===== src/queue_pkg.sv =====
//========================================
// read queue shared definitions
// field widths, depths and status codes
// packed structs for every datapath item
//========================================
`default_nettype none

package queue_pkg;

	// field widths
	localparam int READ_NUM_W    = 8;
	localparam int POS_W         = 7;
	localparam int STATUS_W      = 6;
	localparam int IK_W          = 64;
	localparam int IK_STORE_W    = 33;  // low bits kept per interval word
	localparam int INFO_FIELD_W  = 7;
	localparam int INFO_HI_LSB   = 32;  // upper ik_info slice starts here
	localparam int QUERY_W       = 8;

	localparam int QUERY_LATENCY = 3;   // query ram round trip
	localparam int ENTRY_DEPTH   = 64;
	localparam int MEM_DEPTH     = 32;

	typedef logic [STATUS_W-1:0] status_t;

	// forward statuses
	localparam status_t F_INIT  = 6'd0;
	localparam status_t F_RUN   = 6'd1;
	localparam status_t F_BREAK = 6'd2;

	// returned from the forward pipeline
	typedef struct packed {
		status_t                 status;
		logic [POS_W-1:0]        ptr_curr;
		logic [READ_NUM_W-1:0]   read_num;
		logic [IK_W-1:0]         ik_x0;
		logic [IK_W-1:0]         ik_x1;
		logic [IK_W-1:0]         ik_x2;
		logic [IK_W-1:0]         ik_info;
		logic [POS_W-1:0]        forward_i;
		logic [POS_W-1:0]        min_intv;
		logic [POS_W-1:0]        backward_x;
		logic [POS_W-1:0]        next_query_pos;
	} fwd_entry_t;

	typedef struct packed {
		logic [POS_W-1:0]        pos;
		logic [READ_NUM_W-1:0]   read_num;
		status_t                 status;
	} query_req_t;

	// narrowed form parked in the entry ring
	typedef struct packed {
		status_t                 status;
		logic [POS_W-1:0]        ptr_curr;
		logic [READ_NUM_W-1:0]   read_num;
		logic [IK_STORE_W-1:0]   ik_x0;
		logic [IK_STORE_W-1:0]   ik_x1;
		logic [IK_STORE_W-1:0]   ik_x2;
		logic [INFO_FIELD_W-1:0] info_hi;  // ik_info[38:32]
		logic [INFO_FIELD_W-1:0] info_lo;  // ik_info[6:0]
		logic [POS_W-1:0]        forward_i;
		logic [POS_W-1:0]        min_intv;
		logic [POS_W-1:0]        backward_x;
		logic [QUERY_W-1:0]      query;
	} stored_entry_t;

	// occurrence counts from dram
	typedef struct packed {
		logic [3:0][31:0]        cnt_a;
		logic [3:0][63:0]        cnt_b;
	} mem_resp_t;

	typedef struct packed {
		logic [READ_NUM_W-1:0]   read_num;
		logic [IK_W-1:0]         ik_x0;
		logic [IK_W-1:0]         ik_x1;
		logic [IK_W-1:0]         ik_x2;
		logic [IK_W-1:0]         ik_info;
		logic [POS_W-1:0]        forward_i;
		logic [POS_W-1:0]        min_intv;
	} new_read_t;

	// toward the forward pipeline
	typedef struct packed {
		status_t                 status;
		logic [POS_W-1:0]        ptr_curr;
		logic [READ_NUM_W-1:0]   read_num;
		logic [IK_W-1:0]         ik_x0;
		logic [IK_W-1:0]         ik_x1;
		logic [IK_W-1:0]         ik_x2;
		logic [IK_W-1:0]         ik_info;
		logic [POS_W-1:0]        forward_i;
		logic [POS_W-1:0]        min_intv;
		logic [POS_W-1:0]        backward_x;
		logic [QUERY_W-1:0]      query;
		mem_resp_t               mem;
	} issue_t;

endpackage

`default_nettype wire


===== src/query_fetch.sv =====
//========================================
// query_fetch
// query ram request for returned entries
// delay line aligning entries with replies
//========================================
`timescale 1ns/1ps
`default_nettype none

module query_fetch (
	input  wire logic                             Clk_32UI,
	input  wire logic                             reset_n,
	input  wire logic                             in_valid,
	input  wire queue_pkg::fwd_entry_t            entry_in,
	output logic                                  query_req_valid,
	output queue_pkg::query_req_t                 query_req,
	input  wire logic [queue_pkg::QUERY_W-1:0]    query_data,
	output logic                                  cap_valid,
	output queue_pkg::stored_entry_t              cap_entry
);

	logic [queue_pkg::QUERY_LATENCY-1:0] v_pipe;
	queue_pkg::fwd_entry_t               e_pipe [queue_pkg::QUERY_LATENCY];
	queue_pkg::fwd_entry_t               last_e;
	queue_pkg::stored_entry_t            narrowed;

	// breaks need no next base
	assign query_req_valid    = in_valid && (entry_in.status != queue_pkg::F_BREAK);
	assign query_req.pos      = entry_in.next_query_pos;
	assign query_req.read_num = entry_in.read_num;
	assign query_req.status   = entry_in.status;

	//========================================
	// wait out the query latency
	//========================================
	always_ff @(posedge Clk_32UI) begin
		if (!reset_n) begin
			v_pipe    <= '0;
			cap_valid <= 1'b0;
		end else begin
			v_pipe    <= {v_pipe[queue_pkg::QUERY_LATENCY-2:0], in_valid};
			cap_valid <= v_pipe[queue_pkg::QUERY_LATENCY-1];
		end
	end

	always_ff @(posedge Clk_32UI) begin
		e_pipe[0] <= entry_in;
		for (int i = 1; i < queue_pkg::QUERY_LATENCY; i++) begin
			e_pipe[i] <= e_pipe[i-1];
		end
		cap_entry <= narrowed;
	end

	assign last_e = e_pipe[queue_pkg::QUERY_LATENCY-1];

	// reply lines up with the last stage
	always_comb begin
		narrowed.status     = last_e.status;
		narrowed.ptr_curr   = last_e.ptr_curr;
		narrowed.read_num   = last_e.read_num;
		narrowed.ik_x0      = last_e.ik_x0[queue_pkg::IK_STORE_W-1:0];
		narrowed.ik_x1      = last_e.ik_x1[queue_pkg::IK_STORE_W-1:0];
		narrowed.ik_x2      = last_e.ik_x2[queue_pkg::IK_STORE_W-1:0];
		narrowed.info_hi    = last_e.ik_info[queue_pkg::INFO_HI_LSB +: queue_pkg::INFO_FIELD_W];
		narrowed.info_lo    = last_e.ik_info[queue_pkg::INFO_FIELD_W-1:0];
		narrowed.forward_i  = last_e.forward_i;
		narrowed.min_intv   = last_e.min_intv;
		narrowed.backward_x = last_e.backward_x;
		narrowed.query      = query_data;  // whatever the ram drives, 8'hff for a break
	end

endmodule

`default_nettype wire


===== config.mk =====
export PLATFORM = sky130hd
export DESIGN_NAME = query_fetch
export DESIGN_NICKNAME = d
export VERILOG_FILES = /design/src/queue_pkg.sv /design/src/query_fetch.sv
export SDC_FILE = /design/constraint.sdc
export NUM_CORES = 1
export LEC_CHECK = 0
export BUFFER_PORTS_ARGS = -buffer_cell sky130_fd_sc_hd__buf_2
export CORE_AREA = 2 2 195 197
export DETAILED_ROUTE_END_ITERATION = 7
export DIE_AREA = 0 0 197 199
export GPL_ROUTABILITY_DRIVEN = 0
export GPL_TIMING_DRIVEN = 0
export SLEW_MARGIN = 20
export SYNTH_ARGS = -nofsm -noshare
export SYNTH_HDL_FRONTEND = slang
export SYNTH_SLANG_ARGS = --single-unit

===== constraint.sdc =====
create_clock -name Clk_32UI -period 1.6 [get_ports Clk_32UI]
set_clock_uncertainty 0.05 [all_clocks]
set_input_delay 0.08 -clock Clk_32UI [delete_from_list [all_inputs] [get_ports Clk_32UI]]
set_output_delay 0.08 -clock Clk_32UI [all_outputs]
set_load 0.02 [all_outputs]

Word level (Yosys, flattened, before mapping)
Memory sizes are Yosys's and may differ from the RTL's. A register that Yosys moved wholly into a read port is not among the register bits.
Index checks and enable logic that the tools add are counted.
{"block": "op_classes", "reduce_logical": 1, "eq_ne": 1}
{"operator": "6-bit by 2-bit inequality test with 1-bit output (second input constant)", "count": 1}
{"operator": "1-bit logical AND", "count": 1}
{"block": "totals", "ff_bits": 12, "wordCells": 6, "ram_bits": 915, "input_bits": 316, "out_inout_bits": 186, "n_memories": 1}
{"memory": "e_pipe", "depth": 3, "width": 305, "rd": 3, "rd_ports_with_merged_regs": 1, "wr": 3, "line_no": "query_fetch.sv:22", "source": "queue_pkg::fwd_entry_t e_pipe [queue_pkg::QUERY_LATENCY];"}

Longest topological paths before layout
{"block": "logic_depth", "depth_word": 2, "depth_mapped": 2, "depth_no_buf": 2}

Least setup slack after synthesis
No wires, ideal clock.
{"block": "synth_path", "kind": "input port to output port", "start": "in entry_in[304] (netlist bit)", "end": "out query_req_valid", "path_slack_ps": 566, "stages": 2, "required_time_ps": 1470, "arrival_ps": 904, "path_cell_list": "or4b_1 -> o31a_1"}
{"block": "synth_between", "elab_chain_cells": 2}
{"element": "start, declared", "line_no": "query_fetch.sv:13", "source": "input wire queue_pkg::fwd_entry_t entry_in,"}
{"element": "6-bit by 2-bit inequality test with 1-bit output", "line_no": "query_fetch.sv:27", "source": "assign query_req_valid = in_valid && (entry_in.status != queue_pkg::F_BREAK);"}
{"element": "1-bit logical AND", "line_no": "query_fetch.sv:27"}
{"element": "end, declared", "line_no": "query_fetch.sv:14", "source": "output logic query_req_valid,"}
Every way passes these cells.

Worst setup path after layout
{"block": "layout_path", "start": "in entry_in[302] (netlist bit)", "end": "out query_req_valid"}
The elaborated chain is that of the path after synthesis.

==> flow_summary_export.csv <==
group,metric,value,unit
outcome,status,"finished, final reports clean",
logic_synthesis,synthSimpleGateAreaFrac,0.273,%
logic_synthesis,netlist_instances,659,
clocking,cts_tree,"done",
logic_synthesis,synth.yosys.seq_area_share,98.4,%
logic_synthesis,ys_top_cells_by_area,"dfxtp_1 98%, buf_4 1.2%, and2_1 0.19%",
timing,setup_viol,0,
critical_path,path_class,"primary input to output pin",
clocking,clockBufferDepth,3,
timing,worst_slew_pin_slew,0.179,ns
clocking,clkTransAtPathRegs,0.06,ns
timing,finalCritPeriodShare,86.6,%
timing,tns,0,ns
die,fp.dieH,199,um
timing,drv_slew,0,
clocking,clock-root-buffer,"clkbuf_16",
die,dieArea,39200,um2
logic_synthesis,synth-xor-area-share,0,%
timing,fin_crit,1.39,ns
critical_path,cp-end-kind,"output pin",
logic_synthesis,synth_top_area_share,98.4,%
timing,fmax,722,MHz
logic_synthesis,yosysUniqueCellTypes,5,
detailed_routing,drt_iter0_drc,73,
layout,drive_above_1_share,35.9,%
die,core,37100,um2
hold_path,hold_class,"primary input to flip-flop",
logic_synthesis,syn-num-nets,975,
detailed_routing,routed_via_density,3.60,
clocking,clock_latency,0.58,ns
layout,nets,1552,
clocking,cts_inserted_buffers,58,
die,pin_count,502,
pwr,power_leakage,8.41,nW
logic_synthesis,synthAdderAreaFrac,0,%
timing,final_hold_viol_count,0,
die,dieWidth,197,um
detailed_routing,wl,22700,um
global_route,grt_max_degree,16,
logic_synthesis,synth_top_family_by_area,"buffers and inverters",
layout,final_cell_area,18700,um2
global_route,gr-usage-all-layers,11.4,%
logic_synthesis,synth_top_area_cell,"dfxtp_1",
global_route,grt_pass1_wl,33900,um
logic_synthesis,synth_seq_cells,632,
critical_path,path_max_fanout,3,
critical_path,worst-endpoint-required,1.47,ns
pwr,powerDensity,1650,nW/um2
critical_path,crit_arrival,1.26,ns
pwr,ir_drop,1.06,mV
layout,multi_input_area,43.8,um2
logic_synthesis,synth_compound_area_share,0.0681,%
timing,maxSlewHeadroom,88.2,%
pwr,p_total,30.7,mW
flow_run,maxCapViolations,0,
logic_synthesis,synthMuxAreaShare,0,%
layout,register_area,12700,um2
detailed_routing,detail_route.wl_per_cell,12.9,um
global_route,antenna_found_initial,0,
timing,rsz0062_at_grt,"false",
detailed_routing,vias,6310,
logic_synthesis,ys_warn_count,0,
die,start_util,34.6,%
layout,syn_to_final_growth,45.3,%
detailed_routing,antenna_left,0,
global_route,grt_pass1_vias,6649,
placement,port_buffers,351,
clocking,cts_sinks,632,
placement,post-dp-hpwl,14000,um
detailed_routing,dr.pass1.iters,3,
critical_path,critPathLaunchType,"primary input",
detailed_routing,drt_drc_violations_left,0,
clocking,h-tree-depth,2,
layout,n_fill_cell,3057,
global_route,grt_overflow,0,
placement,place_area,15200,um2
logic_synthesis,synth_area_per_cell,19.5,um2
die,row_count,71,
logic_synthesis,syn_area,12900,um2
==> synthesized netlist by cell type <==
cell / count
dfxtp_1: 632
buf_4: 21
and2_1: 4
o31a_1: 1
or4b_1: 1
==> layout make-up <==
| type | count | share of cell area [%] |
|---|---|---|
| Sequential cell | 632 | 67.8 |
| Clock buffer | 84 | 8.89 |
| Antenna cell | 1 | 0.0134 |
| Multi-Input combinational cell | 6 | 0.235 |
| Tap cell | 474 | 3.18 |
| Buffer | 21 | 0.844 |
| Timing Repair Buffer | 517 | 18.3 |
| Clock inverter | 19 | 0.784 |
==> layout by cell type (no fill, tap or decap), types with 4 or more instances in the layout <==
cell,count
and2_1,4
buf_2,351
buf_4,21
clkbuf_1,16
clkbuf_16,59
clkbuf_8,9
clkinv_2,10
dfxtp_1,632
dlygate4sd3_1,166
==> through the flow <==
step                hold WS, ns  worst slack, ns  utilization (%)  instances
floorplan                0.0577            0.566                -        659
global placement          0.133            0.341             40.9       1484
detailed placement        0.134            0.329             40.9       1484
CTS                      0.0248            0.201             50.3       1753
global route             0.0469            0.178             50.3       1753
finish                   0.0768            0.215             50.3       1754
==> worst paths after layout <==
path	cells past startpoint	to	slack, ns	startpoint
worst max-delay path	4	query_req_valid	0.21	entry_in[302]
worst min-delay path	2	e_pipe[0][105]	0.08	entry_in[105]
worst max register to register	1	cap_valid	1.01	v_pipe[2]
worst min register to register	0	e_pipe[2][185]	0.27	e_pipe[1][185]
==> kinds of logic (layout without fill, tap and decap cells) <==
| kind of cell | count (synthesis) | in the layout |
|---|---|---|
| buffers and inverters | 21 | 641 |
| DFF | 632 | 632 |
| other | 0 | 1 |
| and+or+nand+nor | 5 | 5 |
| AOI/OAI and AO/OA | 1 | 1 |
==> critical path: stages <==
cell and delay [ns]:
dlygate4sd3_1 0.54, buf_2 0.17, o31a_1 0.30, buf_2 0.16
==> routing by layer <==
metal	part of all wire (%)	global-route usage, %	vias to the layer above
li1	-	-	3177
met1	37	11.4	2834
met2	51	20.0	234
met3	8.1	4.36	65
met4	4.1	7.52	0
met5	0	0	-
==> power breakdown <==
part           switching [mW]  leakage (nW)  internal, mW  total (mW)
logic                   0.584          2.19         0.601        1.19
registers               0.176          5.33          16.6        16.8
clock network            5.42         0.886          7.35        12.8
total                    6.18          8.41          24.5        30.7
==> state kept, by name, indices dropped and copies added (netlist names) <==
name       cells
cap_valid      1
v_pipe         3
cap_entry    163
e_pipe       465
==> repair_timing <==
action / 4_1_cts / 5_1_grt
endpoints found under the hold margin: 167 / 0
buffers inserted: 0 / 0
resized for setup: 0 / 0
hold buffers: 166 / 0
Note: power is estimated with default switching activity, not from simulation.
