[config.mk]
export PLATFORM = sky130hd
export DESIGN_NAME = issue_select
export DESIGN_NICKNAME = d
export VERILOG_FILES = /design/src/queue_pkg.sv /design/src/issue_select.sv
export SDC_FILE = /design/constraint.sdc
export NUM_CORES = 1
export LEC_CHECK = 0
export BUFFER_PORTS_ARGS = -buffer_cell sky130_fd_sc_hd__buf_2
export CORE_AREA = 2 2 591 593
export CTS_BUF_LIST = sky130_fd_sc_hd__clkbuf_16
export DETAILED_ROUTE_END_ITERATION = 6
export DIE_AREA = 0 0 593 595
export REMOVE_ABC_BUFFERS = 1
export SETUP_SLACK_MARGIN = 0.1
export SYNTH_ARGS = -nofsm -noshare
export SYNTH_HDL_FRONTEND = slang
export SYNTH_SLANG_ARGS = --single-unit
export TNS_END_PERCENT = 100
[constraint.sdc]
create_clock -name Clk_32UI -period 65.8 [get_ports Clk_32UI]
set_input_delay 13.16 -clock Clk_32UI [delete_from_list [all_inputs] [get_ports Clk_32UI]]
set_output_delay 13.16 -clock Clk_32UI [all_outputs]
set_load 0.02 [all_outputs]
[src/queue_pkg.sv]
//========================================
// read queue shared definitions
// field widths, depths and status codes
// packed structs for every datapath item
//========================================
`default_nettype none

package queue_pkg;

	// field widths
	localparam int READ_NUM_W    = 8;
	localparam int POS_W         = 7;
	localparam int STATUS_W      = 6;
	localparam int IK_W          = 64;
	localparam int IK_STORE_W    = 33;  // low bits kept per interval word
	localparam int INFO_FIELD_W  = 7;
	localparam int INFO_HI_LSB   = 32;  // upper ik_info slice starts here
	localparam int QUERY_W       = 8;

	localparam int QUERY_LATENCY = 3;   // query ram round trip
	localparam int ENTRY_DEPTH   = 64;
	localparam int MEM_DEPTH     = 32;

	typedef logic [STATUS_W-1:0] status_t;

	// forward statuses
	localparam status_t F_INIT  = 6'd0;
	localparam status_t F_RUN   = 6'd1;
	localparam status_t F_BREAK = 6'd2;

	// returned from the forward pipeline
	typedef struct packed {
		status_t                 status;
		logic [POS_W-1:0]        ptr_curr;
		logic [READ_NUM_W-1:0]   read_num;
		logic [IK_W-1:0]         ik_x0;
		logic [IK_W-1:0]         ik_x1;
		logic [IK_W-1:0]         ik_x2;
		logic [IK_W-1:0]         ik_info;
		logic [POS_W-1:0]        forward_i;
		logic [POS_W-1:0]        min_intv;
		logic [POS_W-1:0]        backward_x;
		logic [POS_W-1:0]        next_query_pos;
	} fwd_entry_t;

	typedef struct packed {
		logic [POS_W-1:0]        pos;
		logic [READ_NUM_W-1:0]   read_num;
		status_t                 status;
	} query_req_t;

	// narrowed form parked in the entry ring
	typedef struct packed {
		status_t                 status;
		logic [POS_W-1:0]        ptr_curr;
		logic [READ_NUM_W-1:0]   read_num;
		logic [IK_STORE_W-1:0]   ik_x0;
		logic [IK_STORE_W-1:0]   ik_x1;
		logic [IK_STORE_W-1:0]   ik_x2;
		logic [INFO_FIELD_W-1:0] info_hi;  // ik_info[38:32]
		logic [INFO_FIELD_W-1:0] info_lo;  // ik_info[6:0]
		logic [POS_W-1:0]        forward_i;
		logic [POS_W-1:0]        min_intv;
		logic [POS_W-1:0]        backward_x;
		logic [QUERY_W-1:0]      query;
	} stored_entry_t;

	// occurrence counts from dram
	typedef struct packed {
		logic [3:0][31:0]        cnt_a;
		logic [3:0][63:0]        cnt_b;
	} mem_resp_t;

	typedef struct packed {
		logic [READ_NUM_W-1:0]   read_num;
		logic [IK_W-1:0]         ik_x0;
		logic [IK_W-1:0]         ik_x1;
		logic [IK_W-1:0]         ik_x2;
		logic [IK_W-1:0]         ik_info;
		logic [POS_W-1:0]        forward_i;
		logic [POS_W-1:0]        min_intv;
	} new_read_t;

	// toward the forward pipeline
	typedef struct packed {
		status_t                 status;
		logic [POS_W-1:0]        ptr_curr;
		logic [READ_NUM_W-1:0]   read_num;
		logic [IK_W-1:0]         ik_x0;
		logic [IK_W-1:0]         ik_x1;
		logic [IK_W-1:0]         ik_x2;
		logic [IK_W-1:0]         ik_info;
		logic [POS_W-1:0]        forward_i;
		logic [POS_W-1:0]        min_intv;
		logic [POS_W-1:0]        backward_x;
		logic [QUERY_W-1:0]      query;
		mem_resp_t               mem;
	} issue_t;

endpackage

`default_nettype wire

[src/issue_select.sv]
//========================================
// issue_select
// priority pick of break, paired entry or new read
// registered output toward the forward pipeline
//========================================
`timescale 1ns/1ps
`default_nettype none

module issue_select (
	input  wire logic                      Clk_32UI,
	input  wire logic                      reset_n,
	input  wire queue_pkg::stored_entry_t  entry_head,
	input  wire logic                      entry_not_empty,
	output logic                           entry_pop,
	input  wire queue_pkg::mem_resp_t      mem_head,
	input  wire logic                      mem_not_empty,
	output logic                           mem_pop,
	input  wire logic                      new_valid,
	input  wire queue_pkg::new_read_t      new_in,
	output logic                           new_ready,
	input  wire logic                      out_ready,
	output logic                           out_valid,
	output queue_pkg::issue_t              out
);

	logic              head_break;
	logic              take_pair;
	logic              take_new;
	logic              take_any;
	queue_pkg::issue_t nxt;

	// back to full interval width
	function automatic logic [queue_pkg::IK_W-1:0] widen(
		input logic [queue_pkg::IK_STORE_W-1:0] v
	);
		widen = '0;
		widen[queue_pkg::IK_STORE_W-1:0] = v;
	endfunction

	//========================================
	// source priority
	//========================================
	assign head_break = entry_not_empty && (entry_head.status == queue_pkg::F_BREAK);
	assign take_pair  = !head_break && entry_not_empty && mem_not_empty;
	assign take_new   = !head_break && !take_pair && new_valid;
	assign take_any   = head_break || take_pair || take_new;

	assign entry_pop = out_ready && (head_break || take_pair);
	assign mem_pop   = out_ready && take_pair;
	assign new_ready = out_ready && take_new;  // reads fill idle slots only

	always_comb begin
		nxt = out;  // mem field carries over unless a pair goes out
		if (head_break || take_pair) begin
			nxt.status      = entry_head.status;
			nxt.ptr_curr    = entry_head.ptr_curr;
			nxt.read_num    = entry_head.read_num;
			nxt.ik_x0       = widen(entry_head.ik_x0);
			nxt.ik_x1       = widen(entry_head.ik_x1);
			nxt.ik_x2       = widen(entry_head.ik_x2);
			nxt.ik_info     = '0;
			nxt.ik_info[queue_pkg::INFO_HI_LSB +: queue_pkg::INFO_FIELD_W] = entry_head.info_hi;
			nxt.ik_info[queue_pkg::INFO_FIELD_W-1:0] = entry_head.info_lo;
			nxt.forward_i   = entry_head.forward_i;
			nxt.min_intv    = entry_head.min_intv;
			nxt.backward_x  = entry_head.backward_x;
			nxt.query       = entry_head.query;
			if (take_pair) nxt.mem = mem_head;
		end else if (take_new) begin
			// fresh read enters at its first forward step
			nxt.status      = queue_pkg::F_INIT;
			nxt.ptr_curr    = '0;
			nxt.read_num    = new_in.read_num;
			nxt.ik_x0       = new_in.ik_x0;
			nxt.ik_x1       = new_in.ik_x1;
			nxt.ik_x2       = new_in.ik_x2;
			nxt.ik_info     = new_in.ik_info;
			nxt.forward_i   = new_in.forward_i + 1'b1;
			nxt.min_intv    = new_in.min_intv;
			nxt.backward_x  = new_in.forward_i;
			nxt.query       = '0;  // first round has no base yet
		end
	end

	//========================================
	// output register
	//========================================
	always_ff @(posedge Clk_32UI) begin
		if (!reset_n) begin
			out_valid <= 1'b0;
		end else if (out_ready) begin
			out_valid <= take_any;
		end
	end

	always_ff @(posedge Clk_32UI) begin
		if (out_ready && take_any) out <= nxt;
	end

	// stalled item must stay put until taken
	a_hold_stalled: assert property (@(posedge Clk_32UI) disable iff (!reset_n)
		(out_valid && !out_ready) |=> (out_valid && $stable(out)));

endmodule

`default_nettype wire

* After elaboration in Yosys (flattened, before gate mapping)
Index checks and enable logic that the tools add are counted.
** Storage, ports and cells
- Register bits :: 691
- Bits in latches :: 0
- Memory bits (writable) :: 0
- Bits in read-only memories :: 0
- Word-level logic and storage cells :: 44
- Memories kept :: 0
** Operators by class
- $add $sub $neg :: 1
- Multiply operators :: 0
- Divide/modulo/power cells :: 0
- Magnitude comparators :: 0
- Equality and inequality tests :: 1
- Shift operators :: 0
- Multiplexer cells :: 2
- Bitwise logic cells :: 0
- Reduce and logical (&&, ||, !) cells :: 16
** Operators with widths (number)
- two-way mux 306 bit :: 2
- logical AND 1 bit :: 9
- adder 7 x 1 -> 7 bit (second input constant) :: 1
- == test 6 x 2 -> 1 bit (second input constant) :: 1
- AND reduction 3 bit :: 1
- logical NOT 1 bit :: 2
- logical OR 1 bit :: 2
- AND reduction 2 bit :: 1
- nonzero test 2 bit :: 1

* Depth between registers and ports, before layout
Gate-level depths: netlist of run 1.
- Word-level depth :: 11
- Gate-level depth with buffers :: 6
- Mapped depth without buffers :: 4

* Worst setup path after synthesis of run 1
OpenSTA, ideal clock, no wires.
- Path type :: input -> register
- From :: in entry_head[157] (netlist bit)
- To :: reg out[384] (netlist bit), enable pin
- Arrival time :: 36359 ps
- Data required time :: 64354 ps
- Setup slack :: 27995 ps
- Cell stages on the path :: 6
- Buffers on the path :: 2
- Cells stage by stage :: or4b_4 > nor3_4 > o21ai_2 > buf_6 > clkbuf_1 > a21boi_0
** On the way
- Longest elaborated chain between the ends :: 11
- Elaborated cells on any way between the ends :: 13
- Classes of those cells :: eq/ne: 1; reduce/logical: 12
** Ends and longest elaborated chain
- start, declared :: line issue_select.sv:12 : input wire queue_pkg::stored_entry_t entry_head,
- == test 6 x 2 -> 1 bit * :: line issue_select.sv:43 : assign head_break = entry_not_empty && (entry_head.status == queue_pkg::F_BREAK);
- logical AND 1 bit * :: line issue_select.sv:43
- logical NOT 1 bit :: line issue_select.sv:44, issue_select.sv:45
- logical AND 1 bit (2 in a row) :: line issue_select.sv:44 : assign take_pair = !head_break && entry_not_empty && mem_not_empty;
- logical NOT 1 bit :: line issue_select.sv:45 : assign take_new = !head_break && !take_pair && new_valid;
- logical AND 1 bit (2 in a row) :: line issue_select.sv:45
- logical OR 1 bit :: line issue_select.sv:46 : assign take_any = head_break || take_pair || take_new;
- logical AND 1 bit :: line issue_select.sv:97 : if (out_ready && take_any) out <= nxt;
- AND reduction 2 bit (no source line) *
- end signal, assigned :: line issue_select.sv:97
- end, declared :: line issue_select.sv:23 : output queue_pkg::issue_t out
Every way passes the cells marked *; elsewhere a longest branch is shown, timed or not.
A chain may end at the register's enable or synchronous reset.

* Worst setup path after layout of run 1
- From :: in entry_head[157] (netlist bit)
- To :: out new_ready
** On the way
- Longest elaborated chain between the ends :: 9
** Ends and longest elaborated chain
- == test 6 x 2 -> 1 bit * :: line issue_select.sv:43
- logical AND 1 bit * :: line issue_select.sv:43
- logical NOT 1 bit * :: line issue_select.sv:44, issue_select.sv:45
- logical AND 1 bit (2 in a row) :: line issue_select.sv:44
- logical NOT 1 bit :: line issue_select.sv:45
- logical AND 1 bit * (2 in a row) :: line issue_select.sv:45
- logical AND 1 bit * :: line issue_select.sv:50 : assign new_ready = out_ready && take_new;
- end, declared :: line issue_select.sv:20 : output logic new_ready,
Marks and branches as above.

==> results of run 1 <==
worst reg2reg max path, cell delays in order, from the launching register on:
cell and delay (ns):
dfxtp_1 0.31, o21ai_0 0.42, a31oi_1 0.17
final cells by class:
class                      count  share of cell area
clock inverter                81              0.0201
clock buffer                 103              0.0631
antenna                       61             0.00374
tap                         4599               0.141
inverter                       1           0.0000919
multi-input combinational    330              0.0741
timing repair buffer        1537               0.190
sequential                   691               0.508
path summary, 6_finish.rpt:
path | startpoint | to | slack (ns) | depth (start not counted)
max | entry_head[157] | new_ready | 37.67 | 6
min | out_valid | out_valid | 0.93 | 2
max reg2reg | out_valid | out_valid | 64.75 | 2
min reg2reg | out_valid | out_valid | 0.93 | 2
stage by stage:
stage	hold WS [ns]	total power [mW]	std cells	util	setup slack (ns)
global route	0.907	1.33	7369	0.117	37.57
global placement	0.965	0.723	7158	0.107	37.61
floorplan	0.605	0.612	1022	-	12.36
CTS	0.884	1.32	7342	0.117	37.63
finish	0.932	1.28	7403	0.118	37.67
detailed placement	0.875	0.723	7158	0.107	37.64
layer usage:
layer / vias up / routed length (um) / part of all wire
met1: 8829 / 84900 / 0.32
met5: - / 510 / 0.0019
met3: 584 / 38000 / 0.14
met2: 1591 / 131000 / 0.49
met4: 78 / 10300 / 0.039
li1: 7405 / - / -
cell usage after synthesis, types with 2 or more instances:
library cell | instances | share of area
edfxtp_1 | 690 | 0.87
and2_1 | 160 | 0.042
mux2_2 | 87 | 0.041
mux2_4 | 54 | 0.034
clkbuf_1 | 18 | 0.0028
buf_2 | 10 | 0.0021
and3_1 | 7 | 0.0018
buf_6 | 6 | 0.0028
nand3_1 | 5 | 0.0010
xnor2_1 | 4 | 0.0015
nor2_1 | 2 | 0.00031
o21ai_0 | 2 | 0.00042
where the power goes:
group          total [mW]  switching [mW]  internal, mW
logic               0.174           0.127        0.0475
registers           0.531          0.0115         0.519
clock network       0.579           0.245         0.334
total                1.28           0.384         0.901
cells by family (layout without fill, tap and decap cells):
group | count (synthesis) | in the layout
compound gates | 7 | 7
fa+ha+maj | 1 | 1
flops | 691 | 691
other cells | 0 | 61
buf+inv | 36 | 1722
mux | 141 | 141
xor+xnor | 5 | 5
simple gates | 176 | 176
flip-flops by register name, indices dropped and copies added, names as in the netlist:
name       cells
out_valid      1
out          690
==> flow_metrics.py, run 1 <==
metrics = {
    "run_status": {
        "status": "finished clean",
    },
    "layout": {
        "drive_above_1_share": 0.672,
        "final_nets": 3496,
        "final_common_cell": "buf_2",
        "multi_input_area_um2": 3030,
        "seqCellArea_um2": 20700,
        "fill_cells": 39414,
        "stdcell_area_um2": 40900,
        "mostFrequentLayoutCells": "buf_2 (1524), edfxtp_1 (690), and2_1 (160), clkbuf_16 (103), mux2_2 (87)",
        "area_growth_pct": 70.7,
    },
    "synthesis": {
        "synth_cell_type_count": 24,
        "synth-adder-area-share": 0.000523,
        "syn_area_per_cell_um2": 22.6,
        "synth_edf_count": 690,
        "ys.warnings.count": 0,
        "yosys-mux-area-fraction": 0.0748,
        "ys_async_sr_fraction": 0,
        "synth_cells": 1057,
        "synthFlopType": "edfxtp_1",
        "seq_area_frac_synth": 0.866,
        "syn-cell-area_um2": 23900,
        "synth-compound-area-share": 0.00199,
        "synth-seq-cells": 691,
        "synth_xor_area_frac": 0.00183,
        "synth-simple-area-share": 0.0463,
        "synth_top_family_by_area": "multiplexers",
    },
    "clock_network": {
        "hold_buffers": 0,
        "clock-sinks": 691,
        "cts_buffer_depth": 4,
        "cts_tree": "built",
        "cts_max_level": 3,
        "clkTransAtPathRegs_ns": 0.06,
        "cts_root_buf": "clkbuf_16",
        "clk_latency_ns": 0.86,
        "cts.repair.resized": 0,
        "tritoncts.num_buffers": 103,
        "cts_setup_buffers": 0,
    },
    "sta": {
        "maxSlewViolCount": 0,
        "finalSetupViolations": 0,
        "worstMarginPinSlew_ns": 1.07,
        "fin_crit_ns": 28.13,
        "max_freq_mhz": 35.5,
        "rsz0062_at_grt": "false",
        "skew_ns": 0,
        "finalSetupTns_ns": 0,
        "post-route-period-util": 0.428,
        "slew_headroom": 0.286,
        "hold_viol_final": 0,
    },
    "worst_setup_path": {
        "critPathRequiredTime_ns": 52.64,
        "cpLargestDelayFamily": "simple AND/OR/NAND/NOR gates",
        "crit_slowest_cell": "or4b_4",
        "endpoint_kind": "output pin",
        "cp-start-kind": "primary input",
        "cp_max_fo": 11,
        "crit_top_cell": "buf_2",
        "critPathMaxStageDelay_ns": 0.55,
        "crit_chain": "buf_2 -> or4b_4 -> nor3_4 -> o21ai_4 -> and3_1 -> buf_2",
        "crit_buf_inv": 2,
        "criticalPathCategory": "primary input to output pin",
        "arrival_ns": 14.97,
    },
    "pwr": {
        "vdd_drop_max_mv": 0.0197,
        "p_leak_nw": 15.5,
        "power.density_nw_per_um2": 31.4,
    },
    "drt": {
        "dr_total_vias": 18487,
        "wl_um": 265000,
        "initialDrtViolationCount": 1281,
        "drc": 0,
        "ant_nets": 0,
        "dr.pass1.iters": 5,
        "viasPerCell": 2.50,
        "wl_per_cell_um": 35.7,
    },
    "grt": {
        "grt_pass1_wl_um": 301000,
        "overflow": 0,
        "grt_use_met2": 0.259,
        "grt_pass1_vias": 17809,
        "grt_start_max_net_pins": 132,
        "antenna_found_initial": 276,
        "use_met3": 0.0847,
        "top_usage_layer": "met2",
        "met1_usage": 0.139,
        "grt_use_total": 0.144,
    },
    "placed_design": {
        "place_congestion": 0.894,
        "dpl_cell_area_um2": 37300,
        "port_buffers": 1524,
        "hpwlAfterDp_um": 237000,
    },
    "floorplan": {
        "die_area_um2": 353000,
        "die_w_um": 593,
        "pin_count": 1525,
        "die_h_um": 595,
        "initial_utilization": 0.0689,
        "core_area_um2": 347000,
        "placementRows": 217,
    },
    "worst_hold_path": {
        "hold_class": "register to register",
    },
    "job": {
        "cap_violations": 0,
    },
}
No activity file was read; power rests on OpenSTA's default activity.
==> inputs of run 2 (changes only) <==
--- a/config.mk
+++ b/config.mk
@@ -6,10 +6,10 @@
 export NUM_CORES = 1
 export LEC_CHECK = 0
 export BUFFER_PORTS_ARGS = -buffer_cell sky130_fd_sc_hd__buf_2
-export CORE_AREA = 2 2 591 593
+export CORE_AREA = 2 2 595 597
 export CTS_BUF_LIST = sky130_fd_sc_hd__clkbuf_16
 export DETAILED_ROUTE_END_ITERATION = 6
-export DIE_AREA = 0 0 593 595
+export DIE_AREA = 0 0 597 599
 export REMOVE_ABC_BUFFERS = 1
 export SETUP_SLACK_MARGIN = 0.1
 export SYNTH_ARGS = -nofsm -noshare
==> constraint.sdc (replaced) <==
create_clock -name Clk_32UI -period 23.9 [get_ports Clk_32UI]
set_input_delay 4.78 -clock Clk_32UI [delete_from_list [all_inputs] [get_ports Clk_32UI]]
set_output_delay 4.78 -clock Clk_32UI [all_outputs]
set_load 0.02 [all_outputs]
==> flow_metrics.py, run 2 (synthesized netlist as in run 1, its figures left out) <==
metrics = {
    "clock_network": {
        "cts_setup_buffers": 0,
        "cts_root_buf": "clkbuf_16",
        "cts_tree": "built",
        "cts.repair.resized": 0,
        "clk_latency_ns": 0.86,
        "clkTransAtPathRegs_ns": 0.06,
        "tritoncts.num_buffers": 101,
        "hold_buffers": 0,
        "cts_max_level": 3,
        "clock-sinks": 691,
        "cts_buffer_depth": 4,
    },
    "layout": {
        "regMostFlops": "out",
        "mostFrequentLayoutCells": "buf_2 (1524), edfxtp_1 (690), and2_1 (160), clkbuf_16 (102), mux2_2 (87)",
        "area_growth_pct": 70.5,
        "drive_above_1_share": 0.672,
        "final_util": 0.116,
        "top_regs": "out: 690 flops, out_valid: 1 flops",
        "largest_register_ffs": 690,
        "final_nets": 3501,
        "final_common_cell": "buf_2",
        "fill_cells": 40033,
    },
    "worst_setup_path": {
        "critPathMaxStageDelay_ns": 0.55,
        "crit_top_cell": "buf_2",
        "cp_max_fo": 5,
        "critPathRequiredTime_ns": 19.12,
        "arrival_ns": 6.49,
        "crit_buf_inv": 2,
        "crit_slowest_cell": "or4b_4",
        "cpLargestDelayFamily": "simple AND/OR/NAND/NOR gates",
        "criticalPathCategory": "primary input to output pin",
        "cp-start-kind": "primary input",
        "crit_chain": "buf_2 -> or4b_4 -> nor3_4 -> o21ai_4 -> and3_1 -> buf_2",
        "endpoint_kind": "output pin",
    },
    "grt": {
        "grt_use_met2": 0.262,
        "met1_usage": 0.141,
        "antenna_found_initial": 339,
        "grt_pass1_wl_um": 303000,
        "overflow": 0,
        "top_usage_layer": "met2",
        "grt_pass1_vias": 17734,
        "grt_use_total": 0.144,
        "grt_start_max_net_pins": 67,
        "use_met3": 0.0794,
    },
    "job": {
        "cap_violations": 0,
    },
    "drt": {
        "dr_total_vias": 18638,
        "drc": 0,
        "dr.pass1.iters": 5,
        "initialDrtViolationCount": 1342,
        "viasPerCell": 2.51,
        "wl_per_cell_um": 36.0,
        "ant_nets": 0,
        "wl_um": 268000,
    },
    "placed_design": {
        "hpwlAfterDp_um": 241000,
        "place_ws_ns": 12.56,
        "port_buffers": 1524,
        "place_congestion": 0.968,
    },
    "sta": {
        "fin_ws_ns": 12.63,
        "rsz0062_at_grt": "false",
        "max_freq_mhz": 88.7,
        "finalSetupViolations": 0,
        "post-route-period-util": 0.472,
        "maxSlewViolCount": 0,
        "skew_ns": 0,
        "slew_headroom": 0.370,
        "fin_crit_ns": 11.27,
        "hold_viol_final": 0,
        "worstMarginPinSlew_ns": 0.944,
    },
    "floorplan": {
        "placementRows": 218,
        "initial_utilization": 0.0681,
        "die_area_um2": 358000,
        "pin_count": 1525,
        "die_h_um": 599,
        "die_w_um": 597,
        "core_area_um2": 351000,
    },
    "pwr": {
        "p_clk_frac": 0.448,
        "intPower_mw": 2.46,
        "pwr-share-comb": 0.137,
        "p_leak_nw": 15.4,
        "p_sw_frac": 0.300,
        "power.density_nw_per_um2": 86.0,
        "p_sw_mw": 1.05,
        "vdd_drop_max_mv": 0.0625,
        "seqPwrFrac": 0.415,
        "finalPower_mw": 3.51,
    },
    "run_status": {
        "status": "finished clean",
    },
    "worst_hold_path": {
        "hold_class": "register to register",
    },
}
==> run 2: cell count changes in the layout (fill, tap and decap cells not counted), moves of 2 or more <==
cell        before  now
buf_4            9   20
diode_2         61   67
buf_12           4    0
clkinv_2        15   12
clkinv_4         8    6
clkinvlp_4       9   11
inv_6            7    9
inv_8            2    0
==> run 2: through the flow <==
stage,setup TNS [ns],std cells,hold slack [ns],instance area (um^2)
floorplan,-6473.83,1022,0.605,23700
global placement,0,7186,0.807,37300
detailed placement,0,7186,0.697,37300
CTS,0,7365,0.706,40600
global route,0,7404,0.744,40700
finish,0,7432,0.740,40800
==> run 2: power groups by stage <==
stage	registers [mW]	clock network, mW	logic [mW]
after floorplan	1.62	0	0.0659
after global placement	1.48	0	0.507
after detailed placement	1.48	0	0.507
after CTS	1.46	1.65	0.508
after global routing	1.46	1.67	0.515
final	1.46	1.57	0.482
==> run 2: worst paths after layout <==
path,endpoint,startpoint,slack [ns],depth (start not counted)
max,new_ready,entry_head[157],12.63,6
min,out_valid,out_valid,0.74,2
max reg2reg,out_valid,out_valid,23.05,2
min reg2reg,out_valid,out_valid,0.74,2
==> run 2: routing by layer <==
layer  wire length, um  part of all wire
met5               347            0.0013
met4              8930             0.033
met3             36100              0.13
met2            135000              0.50
met1             87300              0.33
==> run 2: final cells by class <==
class | instances | area, um^2 | share of cell area
timing repair buffer | 1544 | 7780 | 0.191
sequential | 691 | 20700 | 0.508
multi-input combinational | 330 | 3030 | 0.0742
tap | 4620 | 5780 | 0.142
clock inverter | 77 | 754 | 0.0185
inverter | 1 | 3.75 | 0.0000920
clock buffer | 102 | 2550 | 0.0626
antenna | 67 | 168 | 0.00411
==> run 2: worst register-to-register path, delay by kind of cell (launching register included) <==
family | cells | cell delay [ns]
compound gates | 2 | 0.39
flops | 1 | 0.31
