`src/ring_fifo.sv`:
```
//========================================
// ring_fifo
// circular buffer with any payload type
// head read straight from storage
//========================================
`timescale 1ns/1ps
`default_nettype none

module ring_fifo #(
	parameter type payload_t = logic,
	parameter int  DEPTH     = 4
) (
	input  wire logic     Clk_32UI,
	input  wire logic     reset_n,
	input  wire logic     push,
	input  wire payload_t push_data,
	input  wire logic     pop,
	output payload_t      head,
	output logic          not_empty
);

	localparam int PTR_W = $clog2(DEPTH);
	localparam int CNT_W = $clog2(DEPTH + 1);

	payload_t         mem [DEPTH];
	logic [PTR_W-1:0] rd_ptr;
	logic [PTR_W-1:0] wr_ptr;
	logic [CNT_W-1:0] count;
	logic             full;

	assign full      = (count == CNT_W'(DEPTH));
	assign not_empty = (count != '0);
	assign head      = mem[rd_ptr];

	always_ff @(posedge Clk_32UI) begin
		if (push) mem[wr_ptr] <= push_data;
	end

	always_ff @(posedge Clk_32UI) begin
		if (!reset_n) begin
			rd_ptr <= '0;
			wr_ptr <= '0;
			count  <= '0;
		end else begin
			if (push) wr_ptr <= (wr_ptr == PTR_W'(DEPTH - 1)) ? '0 : wr_ptr + 1'b1;
			if (pop)  rd_ptr <= (rd_ptr == PTR_W'(DEPTH - 1)) ? '0 : rd_ptr + 1'b1;
			case ({push, pop})
				2'b10:   count <= count + 1'b1;
				2'b01:   count <= count - 1'b1;
				default: count <= count;  // idle or both
			endcase
		end
	end

	//========================================
	// producers here cannot stall
	//========================================
	a_no_overflow: assert property (@(posedge Clk_32UI) disable iff (!reset_n)
		push |-> (!full || pop));

	a_no_underflow: assert property (@(posedge Clk_32UI) disable iff (!reset_n)
		pop |-> not_empty);

endmodule

`default_nettype wire

```
`config.mk`:
```
export PLATFORM = sky130hd
export DESIGN_NAME = ring_fifo
export DESIGN_NICKNAME = d
export VERILOG_FILES = /design/src/ring_fifo.sv
export SDC_FILE = /design/constraint.sdc
export NUM_CORES = 1
export LEC_CHECK = 0
export ABC_CLOCK_PERIOD_IN_PS = 1700
export BUFFER_PORTS_ARGS = -buffer_cell sky130_fd_sc_hd__buf_2
export CORE_AREA = 2 2 39 41
export DETAILED_ROUTE_END_ITERATION = 12
export DIE_AREA = 0 0 41 43
export PLACE_DENSITY_LB_ADDON = 0.08
export SLEW_MARGIN = 0
export SYNTH_ARGS = -nofsm -noshare
export SYNTH_HDL_FRONTEND = slang
export SYNTH_SLANG_ARGS = --single-unit
```
`constraint.sdc`:
```
create_clock -name Clk_32UI -period 1.7 [get_ports Clk_32UI]
set_input_delay 0.085 -clock Clk_32UI [delete_from_list [all_inputs] [get_ports Clk_32UI]]
set_output_delay 0.085 -clock Clk_32UI [all_outputs]
set_load 0.005 [all_outputs]
```
# Word level (Yosys, flattened, before mapping)

Memories as Yosys holds them, arrays and structs flattened. A register that Yosys moved wholly into a read port is not among the register bits.
Cells that the tools add are included.

Flip-flop bits (word level): 7
RAM bits: 4
Input bits: 5
Logic and storage cells: 21
Output and inout port bits: 2
Memories: 1

Reduce and logical (&&, ||, !) cells: 2
Add/subtract/negate cells: 4
Equal/unequal tests: 4
Muxes and demuxes: 7

Memories:

| name | words | width | read ports | clocked after memory_dff | wr ports | RTL line | RTL |
|---|---|---|---|---|---|---|---|
| mem  | 4     | 1     | 1          | 1                        | 1        | 25       | `payload_t mem [DEPTH];` |

Operators with widths:

| cell                | count |
|---|---|
| $mux 2              | 4 |
| $eq 2x2->1 const B  | 3 |
| $pmux 3 s2          | 1 |
| $add 2x1->2 const B | 2 |
| $add 3x1->3 const B | 1 |
| $reduce_bool 3->1   | 1 |
| $sub 3x1->3 const B | 1 |
| $eq 2x1->1 const B  | 1 |
| $mux 1              | 2 |
| $reduce_bool 2->1   | 1 |

# Logic depth before layout (Yosys ltp)

Gate-level depths: netlist of the first run.

Word-level depth: 4
Gate-level depth with buffers: 6
Gate-level depth less buffers: 6

# Least setup slack after synthesis of the first run

No wires, ideal clock.

Kind: flip-flop to flip-flop
From: register count[0]
To: register count[2]
Library setup time: 70 ps
Slack: 334 ps
Arrival time: 1296 ps
Data required time: 1630 ps
Period minus slack after synthesis: 1366 ps
Stages on the path, launching flop included: 5
Path buffers: 0
Cells stage by stage: dfxtp_1 -> fa_1 -> xnor2_1 -> or3_1 -> a21boi_1

Longest elaborated chain between the ends: 2
Elaborated cells between the ends (all ways): 3

Ends and longest elaborated chain:

| element                                           | RTL line | RTL |
|---|---|---|
| start, declared                                   | 28       | `logic [CNT_W-1:0] count;` |
| start signal, assigned                            | 48       | `2'b10: count <= count + 1'b1;` |
| start signal, assigned                            | 49       | `2'b01: count <= count - 1'b1;` |
| start signal, assigned                            | 50       | `default: count <= count;` |
| $sub 3x1->3 / $add 3x1->3 (equally long branches) | 49, 48   |  |
| $pmux 3 s2 (*)                                    | 47       | `case ({push, pop})` |

Mark *: on every way between the ends. The rest lies on a longest branch, timed or not.
A chain may end at the register's enable or synchronous reset.

# Worst setup path in the final report of the first run

Same ends and word-level chain as after synthesis.

==> impl_results.md, run 1 <==
* Largest net degree at the start of global routing at 9
* Synthesis Warnings at 0
* RSZ-0062 raised after global routing: false
* Num CTS Buffers at 3
* Layout fillers at 118
* Ant diodes at 0
* Max Cap Viol at 0
* TNS Setup at 0 ns
* GP Congestion at 0.6337
* Fmax at 686.3 MHz
* Slew margin rel. at between 80% and 90%
* Syn nets at 59
* Main combinational cell family by area after synthesis: adder cells
* Final Util at between 40% and 50%
* Skew final at 0.001476 ns
* Final Slew Violations at 0
* Core Rows at 14
* Area growth from synthesis to layout at 13.19%
* Pwr Density at just under 1000 nW/µm²
* Die Y at 43 µm
* Tot Pwr at 0.6498 mW
* H-tree levels at 1
* Detailed-route wire length per cell at 10.60 µm
* Leakage at 0.2878 nW
* Clock Sinks at 13
* Arrival time worst endpoint at 1.66 ns
* Number of I/O pins at 7
* Initial antenna violation count at 0
* Top cell type's share of synthesized area at between 30% and 40%
* Seq cells post-synth at 13
* Root buf cell: clkbuf_4
* Total number of vias at 341
* Final layout net count at 70
* First-pass GRT wire length at 1366 µm
* Xor/xnor cell area share of the yosys netlist at 2.979%
* Initial Util at 42.50%
* Top post-synthesis cells by area: dfxtp_1 (31%), edfxtp_1 (20%), ha_1 (13%)
* Synth area leader: dfxtp_1
* Post-Synth Adder-Cell Area at 16.17%
* Worst-path fanout max at 3
* CP endpoint kind: register
* Fin. Hold Viols at 0
* Peak VDD IR at 491.3 µV
* Drt pass-1 iters at 1
* Outcome: finished clean
* GR Overflow Total at 0
* Die W at a little over 40 µm
* Dpl cell area at 638.1 µm²
* Hold-fix buffers, CTS at 0
* Residual DRC at 0
* Core area at 1384 µm²
* Clk buf depth at 2
* Setup Viol. Count Final at 0
* Mapped Cells at 47
* Die Area at 1763 µm²
* Top_reg_cell synth: dfxtp_1
* Seq/Total Area, Yosys at 51.06%
* Synth cell types at 16
* Post-route ant nets at 0
* Syn Std Cell Area at roughly 590 µm²
* GR Util All Layers at 12.16%
* Synth Area in Simple Gates at around 14%
* Fraction of layout cells with a size suffix above 1 at just under 20%
* Design area at 665.6 µm²
* Worst-Skew Late Latency at 0.27 ns
* Pin slew with the least headroom to its limit at 0.1651 ns
* Post-synth EDFFs at 4
* Clock slew at reported path FFs at 0.08 ns
* Detailed-route wire length at about 770 µm
* IO buf count at 6
* Vias in the first global route at between 300 and 400
* Setup Buffers After CTS at 0
* CP required at approximately 1.9 ns
* CTS tree: done
* Synth top cells by count: dfxtp_1 (9), ha_1 (6), and2_1 (5)
* Vias per inst at ~4.7
* Syn_area_per_cell at approximately 13 µm²
* Startpoint Class: register
* Starting DRT DRC Count at 0
* Post-CTS Resized at 0
* Post-synthesis compound-gate area fraction at between 3 and 4%
* Most frequent cell after synthesis: dfxtp_1
* Minimum clock period after layout at 1.457 ns
* Worst hold path class: in2reg
* Ys async rst share at 0%
* Mux contribution to synthesized area at 10.64%
* Fin crit share at 85.71%
* Setup CP Type: reg2reg
-- worst paths after layout --
path | end | depth (start not counted) | startpoint | slack [ns]
hold reg to reg | count[2] | 2 | count[2] | 0.49
setup / recovery | count[2] | 4 | count[0] | 0.24
setup reg to reg | count[2] | 4 | count[0] | 0.24
hold / removal | mem[3] | 1 | push_data | 0.03
-- layer usage --
metal / up-vias / part of all wire (%) / global-route usage (%)
li1: 180 / - / -
met2: 3 / 54 / 18.75
met1: 158 / 43 / 13.95
met5: - / 0 / 0
met3: 0 / 2.8 / 3.141
met4: 0 / 0 / 8.000
-- worst max-delay path, cell delays in order, from the launching register on --
cell      delay (ns)
dfxtp_1         0.35
fa_1            0.44
xnor2_1         0.14
or3_1           0.32
a21boi_1        0.14
-- logic make-up after synthesis --
family | after synthesis
xor+xnor | 2
flops | 13
buf+inv | 3
compound gates | 3
simple gates | 14
fa+ha+maj | 7
mux | 5
-- stage by stage --
step	instances	hold WS (ns)	worst slack (ns)
3_3_place_gp	69	0.2944	0.1758
3_5_place_dp	69	0.3091	0.09287
6_report	73	0.03207	0.2429
5_1_grt	73	0.03457	0.2012
2_1_floorplan	47	0.1839	0.3343
4_1_cts	73	0.02200	0.2367
-- power by group --
part / leakage [nW] / internal, mW / switching [mW] / total (mW)
Combinational: 0.159 / 0.0572 / 0.0459 / 0.103
Sequential: 0.111 / 0.346 / 0.0181 / 0.365
Clock: 0.0177 / 0.0870 / 0.0952 / 0.182
-- cell type report --
class / count / area (µm²) / share of cell area [%]
multi-input cells: 31 / 276.5 / 41.54
clock buffers: 3 / 22.52 / 3.383
clock inverters: 1 / 5.005 / 0.7519
repair buffers: 6 / 30.03 / 4.511
well taps: 16 / 20.02 / 3.008
inverters: 3 / 11.26 / 1.692
flip-flops and latches: 13 / 300.3 / 45.11
-- cells in the final DEF, fill, tap and decap left out --
master	instances
ha_1	6
mux2i_1	4
mux4_2	1
nor2_1	2
o21a_1	1
inv_1	3
dfxtp_1	9
clkbuf_4	3
o21ai_0	1
and2_1	5
clkinv_2	1
nor3_1	1
a21boi_1	1
edfxtp_1	4
xnor2_1	2
nor2b_1	4
or3_1	2
buf_2	6
fa_1	1
Note: power is estimated with default switching activity, not from simulation.
==> run 2: changes to the inputs <==
--- a/config.mk
+++ b/config.mk
@@ -8,6 +8,7 @@
 export ABC_CLOCK_PERIOD_IN_PS = 1700
 export BUFFER_PORTS_ARGS = -buffer_cell sky130_fd_sc_hd__buf_2
 export CORE_AREA = 2 2 39 41
+export CTS_BUF_LIST = sky130_fd_sc_hd__clkbuf_16
 export DETAILED_ROUTE_END_ITERATION = 12
 export DIE_AREA = 0 0 41 43
 export PLACE_DENSITY_LB_ADDON = 0.08
==> run 2 against run 1 <==
Cell count is the same. Count of clock-buffer cells in the layout did not move. Sequential share of layout area fell by 3.3 points. Sequential cell count unchanged. Utilization up 3.8 points. Non-clock buffer count unchanged. First-iteration DRC count stayed put. Wire length grew 5.7%. Die area unchanged. Clock power grew 140%. Sequential power about the same. Final area rose by 7.9%. Critical endpoint unchanged. Highest routed layer is now met4.
==> impl_results.md, run 2 (same netlist as run 1, synthesis figures left out) <==
* Clock slew at reported path FFs at 0.04 ns (-0.04 ns)
* CP Cell Sequence: fa_1 > xnor2_1 > or3_1 > a21boi_1
* Clock Sinks at 13 (unchanged)
* Total number of vias at 348 (+2.1%)
* CP required at 1.87 ns (-0.04 ns)
* Setup Buffers After CTS at 0 (unchanged)
* Worst hold path class: in2reg
* TNS Setup at 0 ns (unchanged)
* IO buf count at 6 (unchanged)
* Slowest Stage Delay on Critical Path at 0.44 ns (about the same)
* Die Y at 43 µm (unchanged)
* P_int at 0.7176 mW (+46%)
* Sequential cell area at 300.3 µm² (unchanged)
* Pin slew with the least headroom to its limit at 0.1651 ns (+0.000006080 ns)
* Post-route ant nets at 0 (unchanged)
* GP Congestion at 0.6337 (unchanged)
* Switching Share at 20.95% (-3.6 points)
* Final Util at 51.90% (+3.8 points)
* Final Slew Violations at 0 (unchanged)
* Fmax at 690.3 MHz (+0.59%)
* Arrival time worst endpoint at 1.62 ns (-0.04 ns)
* Hold-fix buffers, CTS at 0 (unchanged)
* Slowest cell on crit path: fa_1
* Setup Viol. Count Final at 0 (unchanged)
* Slew margin rel. at 88.91% (about the same)
* Flop pwr share at 40.4% (-16 points)
* Peak VDD IR at 598.4 µV (+22%)
* Die Area at 1763 µm² (unchanged)
* GR Overflow Total at 0 (unchanged)
* Hold Path Origin: push_data
* Highest Signal Layer: met4
* Post-CTS Resized at 0 (unchanged)
* Leakage at 0.3109 nW (+8.1%)
* Num CTS Buffers at 3 (unchanged)
* Detailed-route wire length at 818 µm (+5.7%)
* Outcome: finished clean
* Layout Cells excl Fill at 73 (unchanged)
* Worst-path fanout max at 3 (unchanged)
* CP endpoint kind: register
* Core area at 1384 µm² (unchanged)
* Core Rows at 14 (unchanged)
* Largest net degree at the start of global routing at 9 (unchanged)
* Met2 WL post-DR at 409 µm (-2.2%)
* Worst-Skew Late Latency at 0.24 ns (-0.03 ns)
* Initial antenna violation count at 0 (unchanged)
* Number of I/O pins at 7 (unchanged)
* Worst Setup SP: count[0]
* Multi-input combinational cell area at 276.5 µm² (unchanged)
* Ant diodes at 0 (unchanged)
* Final layout net count at 70 (unchanged)
* Fin. Hold Viols at 0 (unchanged)
* Vias per inst at 4.767 (+2.1%)
* GR Util All Layers at 13.18% (+1.0 points)
* Max Cap Viol at 0 (unchanged)
* Setup CP Type: reg2reg
* Detailed-route wire length per cell at 11.21 µm (+5.7%)
* Startpoint Class: register
* Pwr Density at 1264 nW/µm² (+29%)
* DP Cell Count at 69 (unchanged)
* Area growth from synthesis to layout at 22.13%
* Initial Util at 42.50% (unchanged)
* H-tree levels at 1 (unchanged)
* Most common cell after layout, fill and taps aside: dfxtp_1
* Drt pass-1 iters at 1 (unchanged)
* CTS tree: done
* Root buf cell: clkbuf_16
* Clk buf depth at 2 (unchanged)
* Skew final at 0.0006243 ns (-0.0008513 ns)
* R2r startpoint: count[0]
* Fraction of layout cells with a size suffix above 1 at 19.30% (unchanged)
* Minimum clock period after layout at 1.449 ns (-0.008475 ns)
* Residual DRC at 0 (unchanged)
* Most frequent cells in the layout: dfxtp_1 (9), ha_1 (6), buf_2 (6)
* NetSw at 0.1902 mW (+19%)
* Starting DRT DRC Count at 0 (unchanged)
* Vias in the first global route at 351 (+1.4%)
* Logic gate share of total power at 11.5% (-4.4 points)
* Clock power frac at 48.2% (+20 points)
* Layout fillers at 116 (-1.7%)
* Routed wl met3 at 31 µm (+41%)
* Die W at 41 µm (unchanged)
* RSZ-0062 raised after global routing: false
* WL met1 at 343 µm (+3.0%)
* First-pass GRT wire length at 1407 µm (+3.0%)
* Fin crit share at 85.21% (-0.50 points)
[run 2: changes by cell type in the layout (fill, tap and decap cells not counted)]
cell	change
clkbuf_16	+3
clkbuf_4	-3
[run 2: cell type report]
| type | count | share of cell area [%] |
|---|---|---|
| inverters | 3 | 1.568 |
| clock inverters | 1 | 0.6969 |
| flip-flops and latches | 13 | 41.81 |
| repair buffers | 6 | 4.181 |
| well taps | 16 | 2.787 |
| clock buffers | 3 | 10.45 |
| multi-input cells | 31 | 38.50 |
[run 2: worst paths after layout]
path | endpoint | cells past startpoint | slack, ns
hold / removal | mem[3] | 1 | 0.07
hold reg to reg | count[2] | 2 | 0.48
setup reg to reg | count[2] | 4 | 0.25
setup / recovery | count[2] | 4 | 0.25
[run 2: critical path: cells and delay by family (launching register included)]
| family | cells | cell delay [ns] |
|---|---|---|
| DFF | 1 | 0.34 |
| AOI/OAI and AO/OA | 1 | 0.14 |
| and+or+nand+nor | 1 | 0.32 |
| xor gates and xnor gates | 1 | 0.14 |
| adders and majority gates | 1 | 0.44 |
[run 2: power groups by stage]
stage	clock network (mW)	registers [mW]	logic, mW
after floorplan	0	0.369	0.0721
after global placement	0	0.371	0.0963
after detailed placement	0	0.372	0.106
after CTS	0.451	0.367	0.106
after global routing	0.456	0.371	0.123
final	0.438	0.366	0.104
[run 2: through the flow]
step	instance area (µm²)	setup slack [ns]	hold slack [ns]	power [mW]
6_report	718.2	0.2514	0.06711	0.9078
5_1_grt	718.2	0.2104	0.07459	0.9502
4_1_cts	718.2	0.2444	0.05871	0.9230
3_5_place_dp	638.1	0.09287	0.3091	0.4779
3_3_place_gp	638.1	0.1758	0.2944	0.4671
2_1_floorplan	588.1	0.3343	0.1839	0.4409
[run 2: per-layer routing]
layer	up-vias	GRT usage [%]
li1	180	-
met1	159	13.95
met2	6	19.06
met3	3	4.712
met4	0	12.00
met5	-	0
==> run 3: changes to the inputs <==
--- a/config.mk
+++ b/config.mk
@@ -7,11 +7,13 @@
 export LEC_CHECK = 0
 export ABC_CLOCK_PERIOD_IN_PS = 1700
 export BUFFER_PORTS_ARGS = -buffer_cell sky130_fd_sc_hd__buf_2
-export CORE_AREA = 2 2 39 41
+export CELL_PAD_IN_SITES_DETAIL_PLACEMENT = 1
+export CELL_PAD_IN_SITES_GLOBAL_PLACEMENT = 1
+export CORE_UTILIZATION = 42
 export CTS_BUF_LIST = sky130_fd_sc_hd__clkbuf_16
 export DETAILED_ROUTE_END_ITERATION = 12
-export DIE_AREA = 0 0 41 43
 export PLACE_DENSITY_LB_ADDON = 0.08
+export SETUP_SLACK_MARGIN = 0.15
 export SLEW_MARGIN = 0
 export SYNTH_ARGS = -nofsm -noshare
 export SYNTH_HDL_FRONTEND = slang
==> run 3 against run 2 <==
Sequential share of layout area is 0.15 points higher. Register-to-register slack better by 0.02 ns. First-iteration DRC count rose by 1. Sequential cell count stayed put. Total power decreased by 0.86%. Wire length up 14%. Hold slack improved by 0.0048 ns. Worst setup slack improved by 0.018 ns. Largest power group unchanged. Via count rose by 1.1%. Highest routed layer is now met3. Clock skew is 0.0033 ns higher. Cell count decreased by 1.4%. Critical endpoint unchanged. Die area decreased by 12%.
==> impl_results.md, run 3 (same netlist as run 1, synthesis figures left out) <==
* Most common cell after layout, fill and taps aside: dfxtp_1
* Die Y at 39.42 µm (-8.3%)
* Area growth from synthesis to layout at 21.70%
* Leakage at 0.3124 nW (+0.46%)
* Vias in the first global route at 348 (-0.85%)
* Initial antenna violation count at 0 (unchanged)
* IO buf count at 6 (unchanged)
* Layout fillers at 142 (+22%)
* Slowest cell on crit path: fa_1
* Slowest Stage Delay on Critical Path at 0.44 ns (about the same)
* Clk buf depth at 2 (unchanged)
* Pwr Density at 1258 nW/µm² (-0.51%)
* Drt pass-1 iters at 2 (+1)
* Residual DRC at 0 (unchanged)
* Fin. Hold Viols at 0 (unchanged)
* Fraction of layout cells with a size suffix above 1 at 17.54% (-1.8 points)
* Dpl cell area at 636.9 µm² (-0.20%)
* Number of I/O pins at 7 (unchanged)
* Final Slew Violations at 0 (unchanged)
* Setup Buffers After CTS at 0 (unchanged)
* Root buf cell: clkbuf_16
* Num CTS Buffers at 3 (unchanged)
* Hold-fix buffers, CTS at 0 (unchanged)
* Detailed-route wire length per cell at 12.99 µm (+16%)
* Post-CTS Resized at 0 (unchanged)
* Sequential cell area at 300.3 µm² (unchanged)
* RSZ-0062 raised after global routing: false
* H-tree levels at 1 (unchanged)
* Outcome: finished clean
* GR Overflow Total at 0 (unchanged)
* Max Cap Viol at 0 (unchanged)
* Die Area at 1554 µm² (-12%)
* CP Cell Sequence: fa_1 > xnor2_1 > or3_1 > a21boi_1
* Met2 usage at 24.59% (+5.5 points)
* Top delay family on crit path: adder cells
* Worst-path fanout max at 3 (unchanged)
* Total number of vias at 352 (+1.1%)
* Ant diodes at 0 (unchanged)
* Clock slew at reported path FFs at 0.04 ns (about the same)
* Met1 Usage GRT at 14.64% (+0.70 points)
* GR Util All Layers at 14.23% (+1.1 points)
* Slew margin rel. at 89.25% (+0.34 points)
* Die W at 39.42 µm (-3.9%)
* Fmax at 699.1 MHz (+1.3%)
* Placed wire-length estimate at 678.2 µm
* Detailed-route wire length at 935 µm (+14%)
* Gr busiest metal: met2
* Peak VDD IR at 939.5 µV (+57%)
* Design area at 715.7 µm² (-0.35%)
* Setup Viol. Count Final at 0 (unchanged)
* Fin crit share at 84.14% (-1.1 points)
* Post-route ant nets at 0 (unchanged)
* CP required at 1.87 ns (about the same)
* TNS Setup at 0 ns (unchanged)
* Startpoint Class: register
* CP endpoint kind: register
* Skew final at 0.003928 ns (+0.003304 ns)
* Initial Util at 45.19% (+2.7 points)
* CTS tree: done
* Largest net degree at the start of global routing at 8 (-1)
* Worst-Skew Late Latency at 0.24 ns (about the same)
* Setup CP Type: reg2reg
* M3 GR Usage at 6.818% (+2.1 points)
* Core Rows at 13 (-1)
* Arrival time worst endpoint at 1.60 ns (-0.02 ns)
* Starting DRT DRC Count at 1 (+1)
* Vias per inst at 4.889 (+2.6%)
* Worst hold path class: in2reg
* Final layout net count at 70 (unchanged)
* Pin slew with the least headroom to its limit at 0.1601 ns (-0.005046 ns)
* GP Congestion at 0.6200 (-2.2%)
* Core area at 1301 µm² (-6.0%)
* Crit path buffers/inverters at 0 (unchanged)
* Clock Sinks at 13 (unchanged)
* Most frequent cells in the layout: dfxtp_1 (9), ha_1 (6), buf_2 (6)
* First-pass GRT wire length at 1380 µm (-1.9%)
* Multi-input combinational cell area at 276.5 µm² (unchanged)
* Minimum clock period after layout at 1.430 ns (-0.01821 ns)
==> run 3: cell types whose count changed in the layout (fill, tap and decap cells not counted), sizes merged <==
cell / previous run / this run
clkinv: 1 / 0
inv: 3 / 4
==> run 3: report_power, final <==
| group | switching, mW | total, mW | leakage, nW | internal, mW |
|---|---|---|---|---|
| clock | 0.118 | 0.427 | 0.0423 | 0.309 |
| combinational | 0.0469 | 0.105 | 0.159 | 0.0579 |
| sequential | 0.0198 | 0.368 | 0.111 | 0.348 |
==> run 3: metal layers <==
layer	part of all wire, %	vias to the layer above
li1	-	182
met1	44	165
met2	52	5
met3	3.6	0
met4	0	0
met5	0	-
==> run 3: cell type report <==
type,count,area share (%)
multi-input cells,31,38.64
flip-flops and latches,13,41.96
well taps,15,2.622
inverters,3,1.573
repair buffers,6,4.196
clock buffers,3,10.49
clock inverters,1,0.5245
==> run 3: path summary, 6_finish.rpt <==
| check | from | end | slack (ns) | depth (start not counted) |
|---|---|---|---|---|
| max | count[0] | count[2] | 0.27 | 4 |
| min | push_data | mem[1] | 0.07 | 1 |
| max reg2reg | count[0] | count[2] | 0.27 | 4 |
| min reg2reg | count[2] | count[2] | 0.51 | 2 |
==> run 3: worst reg2reg max path, stage by stage (launching register included) <==
cell and delay [ns]:
dfxtp_1 0.33, fa_1 0.44, xnor2_1 0.15, or3_1 0.31, a21boi_1 0.14
==> run 3: metrics by stage <==
| step | hold slack [ns] | worst slack [ns] | util [%] | instances | power [mW] |
|---|---|---|---|---|---|
| after floorplan | 0.1839 | 0.3343 | - | 47 | 0.4409 |
| after global placement | 0.2949 | 0.1751 | 48.94 | 68 | 0.4686 |
| after detailed placement | 0.3124 | 0.1113 | 48.94 | 68 | 0.4764 |
| after CTS | 0.06577 | 0.2627 | 55.00 | 72 | 0.9122 |
| after global routing | 0.07428 | 0.2078 | 55.00 | 72 | 0.9407 |
| final | 0.07187 | 0.2696 | 55.00 | 72 | 0.9000 |
